**config.mk**
```make
export PLATFORM = sky130hd
export DESIGN_NAME = pfd_ext_top
export DESIGN_NICKNAME = d
export VERILOG_FILES = /design/src/verilog/pfd_host_pkg.sv /design/src/verilog/pfd_meas_pkg.sv /design/src/verilog/edge_sync.sv /design/src/verilog/pfd_ctrl.sv /design/src/verilog/pfd_ext_top.sv /design/src/verilog/phase_counter.sv /design/src/verilog/pulse_stretcher.sv
export SDC_FILE = /design/constraint.sdc
export NUM_CORES = 1
export LEC_CHECK = 0
export BUFFER_PORTS_ARGS = -buffer_cell sky130_fd_sc_hd__buf_2
export CAP_MARGIN = 15
export CELL_PAD_IN_SITES_DETAIL_PLACEMENT = 1
export CELL_PAD_IN_SITES_GLOBAL_PLACEMENT = 1
export CORE_MARGIN = 3
export CORE_UTILIZATION = 54
export DETAILED_ROUTE_END_ITERATION = 10
export MAX_ROUTING_LAYER = met4
export PLACE_DENSITY_LB_ADDON = 0.12
export RECOVER_POWER = 25
export REMOVE_ABC_BUFFERS = 1
export SYNTH_ARGS = -nofsm -noshare
export SYNTH_HDL_FRONTEND = slang
export SYNTH_SLANG_ARGS = --single-unit
```
**constraint.sdc**
```tcl
create_clock -name clk_i -period 10.5 [get_ports clk_i]
set_input_delay 0.525 -clock clk_i [delete_from_list [all_inputs] [get_ports clk_i]]
set_output_delay 0.525 -clock clk_i [all_outputs]
set_load 0.03 [all_outputs]
```
**src/verilog/pfd_host_pkg.sv**
```systemverilog
package pfd_host_pkg;

    // synchronizer depth for the asynchronous inputs
    localparam int SYNC_STAGES = 2;

    // host read FSM
    typedef enum logic [1:0] {
        CTRL_IDLE,
        // result presented, ack high
        CTRL_ACK,
        // ack held until req drops
        CTRL_RELEASE
    } ctrl_state_t;

endpackage

```
**src/verilog/pfd_meas_pkg.sv**
```systemverilog
package pfd_meas_pkg;

    // width of the phase and half-period counts
    localparam int CNT_WIDTH = 16;

    // counts are scaled by this shift to set output pulse widths
    // and it stays small so one replay frame stays short
    localparam int STRETCH_SHIFT = 2;

    // one extra bit so a frame can span a full period
    localparam int FRAME_WIDTH = CNT_WIDTH + STRETCH_SHIFT + 1;

    // number of clock cycles
    typedef logic [CNT_WIDTH-1:0] cnt_t;

    // replay frame position
    typedef logic [FRAME_WIDTH-1:0] frame_t;

endpackage

```
**src/verilog/edge_sync.sv**
```systemverilog
module edge_sync
    import pfd_host_pkg::*;
(
    input  logic clk_i,
    input  logic rst_n_i,
    input  logic data_i,
    output logic rise_o,
    output logic fall_o
);

    logic [SYNC_STAGES-1:0] sync_q;
    logic                   data_d;

    always_ff @(posedge clk_i or negedge rst_n_i) begin
        if (!rst_n_i) begin
            sync_q <= '0;
            data_d <= 1'b0;
            rise_o <= 1'b0;
            fall_o <= 1'b0;
        end else begin
            sync_q <= {sync_q[SYNC_STAGES-2:0], data_i};
            data_d <= sync_q[SYNC_STAGES-1];
            // compare the last two synchronized samples
            rise_o <= sync_q[SYNC_STAGES-1] & ~data_d;
            fall_o <= ~sync_q[SYNC_STAGES-1] & data_d;
        end
    end

    a_rise_fall_excl: assert property (
        @(posedge clk_i) disable iff (!rst_n_i)
        !(rise_o && fall_o)
    );

endmodule

```
**src/verilog/pfd_ctrl.sv**
```systemverilog
module pfd_ctrl
    import pfd_meas_pkg::*;
    import pfd_host_pkg::*;
(
    input  logic clk_i,
    input  logic rst_n_i,
    input  logic meas_done_i,
    input  logic meas_sign_i,
    input  cnt_t meas_diff_i,
    input  cnt_t meas_half_i,
    input  logic req_i,
    output logic ack_o,
    output logic rd_sign_o,
    output cnt_t rd_diff_o,
    output cnt_t rd_half_o,
    output logic rd_overrun_o,
    output logic hold_sign_o,
    output cnt_t hold_diff_o,
    output cnt_t hold_half_o
);

    ctrl_state_t state;
    logic        unread;
    logic        overrun;
    logic        grant;

    assign grant = (state == CTRL_IDLE) && req_i && unread;

    // latest result and its read status
    always_ff @(posedge clk_i or negedge rst_n_i) begin
        if (!rst_n_i) begin
            hold_sign_o <= 1'b0;
            hold_diff_o <= '0;
            hold_half_o <= '0;
            unread      <= 1'b0;
            overrun     <= 1'b0;
        end else begin
            if (meas_done_i) begin
                hold_sign_o <= meas_sign_i;
                hold_diff_o <= meas_diff_i;
                hold_half_o <= meas_half_i;
            end
            unread  <= meas_done_i | (unread & ~grant);
            // a result granted in the same cycle is not lost
            overrun <= ~grant & (overrun | (meas_done_i & unread));
        end
    end

    always_ff @(posedge clk_i or negedge rst_n_i) begin
        if (!rst_n_i) begin
            state        <= CTRL_IDLE;
            ack_o        <= 1'b0;
            rd_overrun_o <= 1'b0;
        end else begin
            case (state)
                CTRL_IDLE: begin
                    if (grant) begin
                        ack_o        <= 1'b1;
                        rd_overrun_o <= overrun;
                        state        <= CTRL_ACK;
                    end
                end
                CTRL_ACK, CTRL_RELEASE: begin
                    if (!req_i) begin
                        ack_o <= 1'b0;
                        state <= CTRL_IDLE;
                    end else begin
                        state <= CTRL_RELEASE;
                    end
                end
                default: begin
                    ack_o <= 1'b0;
                    state <= CTRL_IDLE;
                end
            endcase
        end
    end

    // snapshot taken on grant
    always_ff @(posedge clk_i) begin
        if (grant) begin
            rd_sign_o <= hold_sign_o;
            rd_diff_o <= hold_diff_o;
            rd_half_o <= hold_half_o;
        end
    end

    a_ack_needs_req: assert property (
        @(posedge clk_i) disable iff (!rst_n_i)
        $rose(ack_o) |-> $past(req_i)
    );

    a_rd_stable: assert property (
        @(posedge clk_i) disable iff (!rst_n_i)
        (ack_o && $past(ack_o)) |-> $stable({rd_sign_o, rd_diff_o, rd_half_o, rd_overrun_o})
    );

endmodule

```
**src/verilog/pfd_ext_top.sv**
```systemverilog
module pfd_ext_top
    import pfd_meas_pkg::*;
(
    input  logic clk_i,
    input  logic rst_n_i,
    input  logic sig_a_i,
    input  logic sig_b_i,
    input  logic req_i,
    output logic ack_o,
    output logic rd_sign_o,
    output cnt_t rd_diff_o,
    output cnt_t rd_half_o,
    output logic rd_overrun_o,
    output logic p_ext_sign_o,
    output logic p_ext_diff_o,
    output logic f_ext_half_o
);

    logic a_rise;
    logic a_fall;
    logic b_rise;
    logic b_fall;

    logic meas_done;
    logic meas_sign;
    cnt_t meas_diff;
    cnt_t meas_half;

    logic hold_sign;
    cnt_t hold_diff;
    cnt_t hold_half;

    // matched delay on both inputs keeps relative timing exact
    edge_sync u_sync_a (
        .clk_i   (clk_i),
        .rst_n_i (rst_n_i),
        .data_i  (sig_a_i),
        .rise_o  (a_rise),
        .fall_o  (a_fall)
    );

    edge_sync u_sync_b (
        .clk_i   (clk_i),
        .rst_n_i (rst_n_i),
        .data_i  (sig_b_i),
        .rise_o  (b_rise),
        .fall_o  (b_fall)
    );

    phase_counter u_phase_counter (
        .clk_i       (clk_i),
        .rst_n_i     (rst_n_i),
        .a_rise_i    (a_rise),
        .a_fall_i    (a_fall),
        .b_rise_i    (b_rise),
        .b_fall_i    (b_fall),
        .meas_done_o (meas_done),
        .meas_sign_o (meas_sign),
        .meas_diff_o (meas_diff),
        .meas_half_o (meas_half)
    );

    pfd_ctrl u_pfd_ctrl (
        .clk_i        (clk_i),
        .rst_n_i      (rst_n_i),
        .meas_done_i  (meas_done),
        .meas_sign_i  (meas_sign),
        .meas_diff_i  (meas_diff),
        .meas_half_i  (meas_half),
        .req_i        (req_i),
        .ack_o        (ack_o),
        .rd_sign_o    (rd_sign_o),
        .rd_diff_o    (rd_diff_o),
        .rd_half_o    (rd_half_o),
        .rd_overrun_o (rd_overrun_o),
        .hold_sign_o  (hold_sign),
        .hold_diff_o  (hold_diff),
        .hold_half_o  (hold_half)
    );

    pulse_stretcher u_pulse_stretcher (
        .clk_i        (clk_i),
        .rst_n_i      (rst_n_i),
        .hold_sign_i  (hold_sign),
        .hold_diff_i  (hold_diff),
        .hold_half_i  (hold_half),
        .p_ext_sign_o (p_ext_sign_o),
        .p_ext_diff_o (p_ext_diff_o),
        .f_ext_half_o (f_ext_half_o)
    );

endmodule

```
**src/verilog/phase_counter.sv**
```systemverilog
module phase_counter
    import pfd_meas_pkg::*;
(
    input  logic clk_i,
    input  logic rst_n_i,
    input  logic a_rise_i,
    input  logic a_fall_i,
    input  logic b_rise_i,
    input  logic b_fall_i,
    output logic meas_done_o,
    output logic meas_sign_o,
    output cnt_t meas_diff_o,
    output cnt_t meas_half_o
);

    logic a_rose;
    logic a_fell;
    logic b_rose;
    logic b_fell;

    always_ff @(posedge clk_i or negedge rst_n_i) begin
        if (!rst_n_i) begin
            a_rose      <= 1'b0;
            a_fell      <= 1'b0;
            b_rose      <= 1'b0;
            b_fell      <= 1'b0;
            meas_done_o <= 1'b0;
            meas_sign_o <= 1'b0;
            meas_diff_o <= '0;
            meas_half_o <= '0;
        end else begin
            // a rise strobe opens the next window even in the done cycle
            a_rose <= a_rise_i | (a_rose & ~meas_done_o);
            b_rose <= b_rise_i | (b_rose & ~meas_done_o);

            // stray falls outside a window are ignored
            a_fell <= (a_fall_i & a_rose) | (a_fell & ~meas_done_o);
            b_fell <= (b_fall_i & b_rose) | (b_fell & ~meas_done_o);

            meas_done_o <= ~meas_done_o & a_fell & b_fell;

            if (meas_done_o) begin
                meas_sign_o <= 1'b0;
                meas_diff_o <= '0;
                meas_half_o <= '0;
            end else begin
                // B rose first
                if (b_rose && !a_rose) begin
                    meas_sign_o <= 1'b1;
                end
                // gap between the two rising edges
                if (a_rose ^ b_rose) begin
                    meas_diff_o <= meas_diff_o + 1'b1;
                end
                // high time of A
                if (a_rose && !a_fell) begin
                    meas_half_o <= meas_half_o + 1'b1;
                end
            end
        end
    end

endmodule

```
**src/verilog/pulse_stretcher.sv**
```systemverilog
module pulse_stretcher
    import pfd_meas_pkg::*;
(
    input  logic clk_i,
    input  logic rst_n_i,
    input  logic hold_sign_i,
    input  cnt_t hold_diff_i,
    input  cnt_t hold_half_i,
    output logic p_ext_sign_o,
    output logic p_ext_diff_o,
    output logic f_ext_half_o
);

    frame_t frame_q;
    frame_t frame_nxt;
    frame_t frame_len;
    frame_t pos_nxt;
    cnt_t   ld_diff;
    cnt_t   ld_half;
    cnt_t   diff_nxt;
    cnt_t   half_nxt;
    logic   frame_end;

    function automatic frame_t scale(cnt_t cnt);
        return {1'b0, cnt, {STRETCH_SHIFT{1'b0}}};
    endfunction

    // full period is twice the scaled high time
    assign frame_len = {ld_half, {STRETCH_SHIFT{1'b0}}, 1'b0};
    assign frame_nxt = frame_q + 1'b1;
    assign frame_end = frame_nxt >= frame_len;

    always_comb begin
        pos_nxt  = frame_end ? '0 : frame_nxt;
        diff_nxt = frame_end ? hold_diff_i : ld_diff;
        half_nxt = frame_end ? hold_half_i : ld_half;
    end

    always_ff @(posedge clk_i or negedge rst_n_i) begin
        if (!rst_n_i) begin
            frame_q      <= '0;
            ld_diff      <= '0;
            ld_half      <= '0;
            p_ext_sign_o <= 1'b0;
            p_ext_diff_o <= 1'b0;
            f_ext_half_o <= 1'b0;
        end else begin
            frame_q <= pos_nxt;
            ld_diff <= diff_nxt;
            ld_half <= half_nxt;
            if (frame_end) begin
                p_ext_sign_o <= hold_sign_i;
            end
            // outputs follow the position they are registered with
            p_ext_diff_o <= pos_nxt < scale(diff_nxt);
            f_ext_half_o <= pos_nxt < scale(half_nxt);
        end
    end

endmodule
```
* After elaboration in Yosys (flattened, before gate mapping)
Cells that the tools add are included.
** Storage, ports and cells
- Register bits after elaboration :: 174
- Bits in latches :: 0
- Bits in writable memories :: 0
- ROM bits :: 0
- Input bits :: 5
- Memories :: 0
** Operators by class
- $add $sub $neg :: 3
- Multipliers :: 0
- Div/mod/pow operators :: 0
- Magnitude comparators :: 3
- Eq/ne operators :: 4
- Shift operators :: 0
- Muxes and demuxes :: 15
- Bitwise logic cells :: 27
- Reduce and logical (&&, ||, !) cells :: 13
** Operator list (count)
- two-way mux 16 bit :: 6
- < comparator 19 x 18 -> 1 bit :: 2
- adder 16 x 1 -> 16 bit, second input constant :: 2
- adder 19 x 1 -> 19 bit, second input constant :: 1
- >= comparator 19 bit :: 1
- two-way mux 19 bit :: 1
- bitwise AND 1 bit :: 14
- inverter 1 bit :: 6
- OR 1 bit :: 6
- nonzero test 2 bit :: 3
- logical AND 1 bit :: 4
- two-way mux 1 bit :: 4
- two-way mux 2 bit :: 2
- case mux 2 bit (2 select lines) :: 1
- AND reduction 2 bit :: 2
- == test 2 x 1 -> 1 bit, second input constant :: 1
- == test 2 bit, second input constant :: 1
- zero test 1 bit :: 2
- zero test 2 bit :: 1
- != test 2 x 1 -> 1 bit, second input constant :: 1
- != test 2 bit, second input constant :: 1
- case mux 1 bit (2 select lines) :: 1
- OR reduction 2 bit :: 1
- XOR 1 bit :: 1

* Longest topological paths before layout
- Depth after elaboration :: 6
- Mapped depth :: 19
- Gate-level depth less buffers :: 16

* Hierarchy
From an unflattened synthesis, not the netlist that was laid out.
** Second synthesis, totals
- Cells, all modules :: 690
- Area, all modules :: 8315.5 sq um
** Modules (own cells, without submodules)
- pulse_stretcher :: times used 1, cells an instance 371, area an instance 3559.7 sq um, seq. area each 1351.3 sq um
- pfd_ctrl :: times used 1, cells an instance 128, area an instance 2632.5 sq um, seq. area each 1966.9 sq um
- phase_counter :: times used 1, cells an instance 177, area an instance 1843.0 sq um, seq. area each 950.9 sq um
- edge_sync :: times used 2, cells an instance 7, area an instance 140.1 sq um, seq. area each 125.1 sq um

* Worst setup path after synthesis
OpenSTA, ideal clock, no wires.
- Path type :: register to register
- Start point :: register u_pulse_stretcher.frame_q[3]
- End point :: register u_pulse_stretcher.p_ext_diff_o
- Arrival time :: 3.820 ns
- Required time :: 10.406 ns
- Setup slack :: 6.586 ns
- Stages on the path, launching flop included :: 20
- Path buffers :: 3
- Period minus slack after synthesis :: 3.914 ns
- Path through :: dfrtp_1 and4_1 and4_1 buf_2 nand4_1 xnor2_1 ha_1 nand4_2 a211oi_2 nand3_2 and3_1 buf_6 buf_2 and2_1 ha_1 a211oi_1 o221a_2 o21ai_0 a221o_1 a211oi_1
** On the way
- Longest elaborated chain between the ends :: 4
- Elaborated cells on any way between the ends :: 5
- Those cells by class :: 1 x add/sub; 2 x order compare; 2 x mux
** Ends and longest elaborated chain
- start: declaration :: RTL line pulse_stretcher.sv:14 : frame_t frame_q;
- start signal: assignment :: RTL line pulse_stretcher.sv:48 : frame_q <= pos_nxt;
- adder 19 x 1 -> 19 bit (*) :: RTL line pulse_stretcher.sv:30 : assign frame_nxt = frame_q + 1'b1;
- >= comparator 19 bit :: RTL line pulse_stretcher.sv:31 : assign frame_end = frame_nxt >= frame_len;
- two-way mux 19 bit (*) :: RTL line pulse_stretcher.sv:34 : pos_nxt = frame_end ? '0 : frame_nxt;
- via u_pulse_stretcher.pos_nxt[6] :: RTL line pulse_stretcher.sv:17 : frame_t pos_nxt;
- < comparator 19 x 18 -> 1 bit (*) :: RTL line pulse_stretcher.sv:55 : p_ext_diff_o <= pos_nxt < scale(diff_nxt);
- end signal: assignment :: RTL line pulse_stretcher.sv:55
- end: declaration :: RTL line pulse_stretcher.sv:10 : output logic p_ext_diff_o,
The timed path passes the listed nets; every way through them passes the cells marked *.
A chain may end at the register's enable or synchronous reset.

* Worst setup path in the final report
Ends and elaborated chain as after synthesis.

==> results.md <==
- The flow ran to the end, but the final reports show violations.
- The final reports fail on max-capacitance violations, max-slew violations.
- On the critical path, the stage with the largest delay is an instance of and3_2.
- The setup-violating endpoint count in the final report is 0.
- For this design the static power due to leakage is 0.00435 uW.
- The global-route wire length before repair is 29.4 mm.
- After detailed routing, the number of vias per cell comes to 5.83.
- The max-slew violation count was 84.
- Counting flops with an async set or reset pin after synthesis yields a share of 0.810.
- At the worst endpoint, the arrival time is 5.48 ns.
- Broken down by cell family, the worst path's largest delay share belongs to simple AND/OR/NAND/NOR gates.
- Across every metal layer, demand over resource in global routing totals 0.232.
- The iteration count of the initial detailed-routing pass is 4.
- The multi-input combinational cells in the finished layout cover a total of 0.00348 mm^2.
- The post-CTS setup buffer count is 0.
- For the final database, setup skew stands at 0.0124 ns.
- The number of gates resized after cts is 0.
- For this run, design rule violations remaining after detail routing come to 0.
- Detailed routing inserted a total of 5278 vias.
- In the final routed layout, each cell accounts on average for 19.4 um.
- The number of antenna violations at the first check in global routing is 0.
- The transition time at the pin with the least slew margin is 4.41 ns.
- In this run the tightest slew margin relative to its limit is -1.94.
- Static timing analysis puts the maximum clock frequency at 194 MHz.
- Counting cells, the worst reg-to-reg path comes to 15.
- The number of I/O port buffers is 42.
- The weighted congestion at the end of routability-driven global placement is 0.895.
- Entering global routing, the biggest net connects 84 pins.
- The number of failing hold endpoints at the final stage is 0.
- The sum of overflow across all layers after global routing is 0.
- Summing all flip-flop and latch instances after layout gives 0.00452 mm^2.
- The number of warning messages in the yosys log is 0.
- Max-cap violations in this run came to 1.
- The endpoint of the worst setup timing path is u_pulse_stretcher.p_ext_diff_o$_DFF_PN0_.
- The critical path buffer and inverter count is 0.
- Summed over all failing endpoints, the final setup total negative slack is 0 ns.
- The first routing iteration left 286 violations.
- The count of unique library cells instantiated by Yosys is 51.
- The vertical die dimension is 130 um.
- The worst hold path belongs to the class input port to register.
- The fill cell total of the finished layout is 1482.
- The clock reaches the later pin of the worst-skew pair after 0.43 ns.
- The clock tree from TritonCTS is built.
- The post-CTS clock slew at the launch and capture registers of the worst setup and hold paths is 0.06 ns.
- For this design the ratio of total power to cell area is 232 mW/mm^2.
- The sequential element share of the synthesized area is 0.548.
- Clock tree synthesis found a total of 174 sinks.
- In this run the number of cells on the critical path is 15.
- Subtracting the final worst setup slack from the clock period gives 5.15 ns.
- The final layout contains routed wiring with a total length of 17.6 mm.
- After clock tree synthesis, the flow added hold-fix buffers numbering 0.
- The count of flip-flops with a built-in enable after synthesis is 33.
- The number of nets with antenna violations after detailed routing is 0.
- The overall die area is 0.0168 mm^2.
- The critical path goes through and4_1, and4_1, nor3b_2, xor2_1, ha_1, a21oi_1, o21a_1, and3_2, and2_1, ha_1, a211oi_1, o21bai_1, a21o_1, a221o_1, a211oi_1.
- The signed area change from the synthesized netlist to the final layout is 11.3%.
- The count of boundary I/O pins is 43.
- The post-synthesis instance area is 0.00825 mm^2.
- In the finished design, the share of the clock period the worst path needs comes to 0.490.
- The worst setup path is launched from a register.
- The maximum cell stage delay along the critical path is 0.90 ns.
- The setup check on the worst reg-to-reg path leaves a slack of 5.35 ns.
- The final antenna diode count is 0.
- The number of standard-cell rows in the floorplan is 44.
- The fraction of final layout cells with drive strength greater than 1 is 0.211.
- The peak supply drop is 0.160 mV.
- Synthesis produced 663 cells.
- STA classifies the critical path endpoint as a register.
- The register bit total from synthesis is 174.
- The instance count after placement with tap cells included is 874.
- The worst register-to-register path begins at u_pulse_stretcher.frame_q[3]$_DFF_PN0_.
- The main flop type after synthesis is dfrtp_1.
- Of all nets on the critical path, the largest fanout is 40.
- The horizontal die dimension is 130 um.
- Once detailed placement completed, the half-perimeter wirelength came to 12.1 mm.
- The mean instance size in the synthesized netlist is 12.4 um^2.
- The worst setup path is of the register to register kind.
- The worst flop-to-flop path endpoint is u_pulse_stretcher.p_ext_diff_o$_DFF_PN0_.
- The cell type with the highest aggregate area in the netlist is dfrtp_1.
- The standard cell core area is 0.0148 mm^2.
- The root cell of the clock tree is clkbuf_16.
- The initial core utilization is 0.559.
- The final instance count without filler cells is 906.
- The count of nets after finishing is 766.
- The maximum buffer depth of the clock tree is 2.
- The number of global-route vias before repair is 5699.
- In this run, CTS created clock tree buffers numbering 17.
- The level count of the clock H-tree is 4.
- Data on the critical path is required at its endpoint by 10.83 ns.
- By area the synthesized netlist is led by dfrtp_1 43%, edfxtp_1 12%, ha_1 7.9%, mux2_2 6.8%, mux2i_1 3.9%.
- Setup repair after global routing left no endpoint under its margin.
- Of the post-synthesis cell area, the dominant cell type holds 0.428.
- The first element of the critical path is u_pulse_stretcher.frame_q[3]$_DFF_PN0_.
worst min path at each step:
stage	start	to	cells past startpoint
after floorplan	rst_n_i	u_pfd_ctrl.ack_o$_DFFE_PN0P_	0
after global placement	u_sync_b.sync_q[0]$_DFF_PN0_	u_sync_b.sync_q[1]$_DFF_PN0_	0
after detailed placement	u_sync_b.sync_q[0]$_DFF_PN0_	u_sync_b.sync_q[1]$_DFF_PN0_	0
after CTS	rst_n_i	u_pfd_ctrl.hold_half_o[13]$_DFFE_PN0P_	1
after global routing	sig_b_i	u_sync_b.sync_q[0]$_DFF_PN0_	1
final	sig_b_i	u_sync_b.sync_q[0]$_DFF_PN0_	1
per-stage QoR:
| step | hold WS [ns] | util | setup WS, ns | total power, uW | cell area [um^2] |
|---|---|---|---|---|---|
| 3_3_place_gp | 0.344 | 0.583 | 5.82 | 1500 | 8600 |
| 4_1_cts | 0.165 | 0.622 | 5.39 | 2150 | 9180 |
| 6_report | 0.204 | 0.622 | 5.35 | 2130 | 9180 |
| 2_1_floorplan | 0.229 | - | 5.84 | 1360 | 8130 |
| 5_1_grt | 0.183 | 0.622 | 5.01 | 2250 | 9180 |
| 3_5_place_dp | 0.340 | 0.583 | 5.50 | 1530 | 8600 |
cell usage in the layout (no fill, tap or decap), drive strengths merged, types with 2 or more instances in the layout:
master,Yosys,routed
nand2,34,34
xor2,12,12
clkinv,0,5
nor2,35,35
edfxtp,33,33
or3,8,8
a211oi,8,8
xnor2,26,26
o21ai,23,23
a21o,4,4
and2,16,16
o211ai,2,2
ha,52,52
and4,7,7
a21oi,25,25
and3,7,7
dfrtp,141,141
nand3,25,25
nor3,7,7
nor2b,10,10
nand4,19,19
mux2i,32,32
clkbuf,6,23
mux2,66,66
buf,13,45
inv,35,39
power by group:
group / total, uW / internal, uW / switching [uW]
Combinational: 636 / 259 / 377
Clock: 608 / 344 / 264
Sequential: 888 / 796 / 91.4
worst register-to-register path: cells and delay by family (launching register included):
family / cells / cell delay (ns)
flops: 1 / 0.42
xor+xnor: 1 / 0.28
compound gates: 7 / 1.65
simple gates: 5 / 2.12
fa+ha+maj: 2 / 0.59
final cells by class:
| type | instances | area share |
|---|---|---|
| multi-input cells | 435 | 0.379 |
| clock inverters | 10 | 0.00804 |
| clock buffers | 22 | 0.0551 |
| inverters | 35 | 0.0143 |
| repair buffers | 46 | 0.0260 |
| flip-flops and latches | 174 | 0.493 |
| well taps | 184 | 0.0251 |
flip-flops by register name (all words and copies together) (netlist names), 16 cells and up:
register	cells
u_phase_counter.meas_diff_o	16
u_pfd_ctrl.hold_diff_o	16
u_pfd_ctrl.rd_diff_o	16
u_pfd_ctrl.hold_half_o	16
u_pulse_stretcher.ld_half	16
u_pfd_ctrl.rd_half_o	16
u_pulse_stretcher.frame_q	19
u_phase_counter.meas_half_o	16
u_pulse_stretcher.ld_diff	16
metal layers:
metal | vias to the layer above | part of all wire | track usage
li1 | 2457 | - | -
met1 | 2721 | 0.44 | 0.289
met2 | 79 | 0.51 | 0.384
met3 | 21 | 0.032 | 0.0536
met4 | 0 | 0.013 | 0.0593
met5 | - | 0 | -
kinds of logic (layout without fill, tap and decap cells):
| logic type | count (synthesis) | in the layout | share of synthesized area |
|---|---|---|---|
| AO/OA/AOI/OAI | 73 | 73 | 0.0546 |
| buffers and inverters | 54 | 113 | 0.0308 |
| AND/OR/NAND/NOR | 174 | 174 | 0.113 |
| multiplexers | 98 | 98 | 0.135 |
| flip-flops | 174 | 174 | 0.548 |
| XOR/XNOR | 38 | 38 | 0.0404 |
| adder cells (fa/ha/maj) | 52 | 52 | 0.0789 |
cell usage after synthesis (all sizes together), types with 2 or more instances:
| library cell | instances |
|---|---|
| a211oi | 8 |
| a21o | 4 |
| a21oi | 25 |
| and2 | 16 |
| and3 | 7 |
| and4 | 7 |
| buf | 13 |
| clkbuf | 6 |
| dfrtp | 141 |
| edfxtp | 33 |
| ha | 52 |
| inv | 35 |
| mux2 | 66 |
| mux2i | 32 |
| nand2 | 34 |
| nand3 | 25 |
| nand4 | 19 |
| nor2 | 35 |
| nor2b | 10 |
| nor3 | 7 |
| o211ai | 2 |
| o21ai | 23 |
| or3 | 8 |
| xnor2 | 26 |
| xor2 | 12 |
Power figures use the tool's default switching activity.
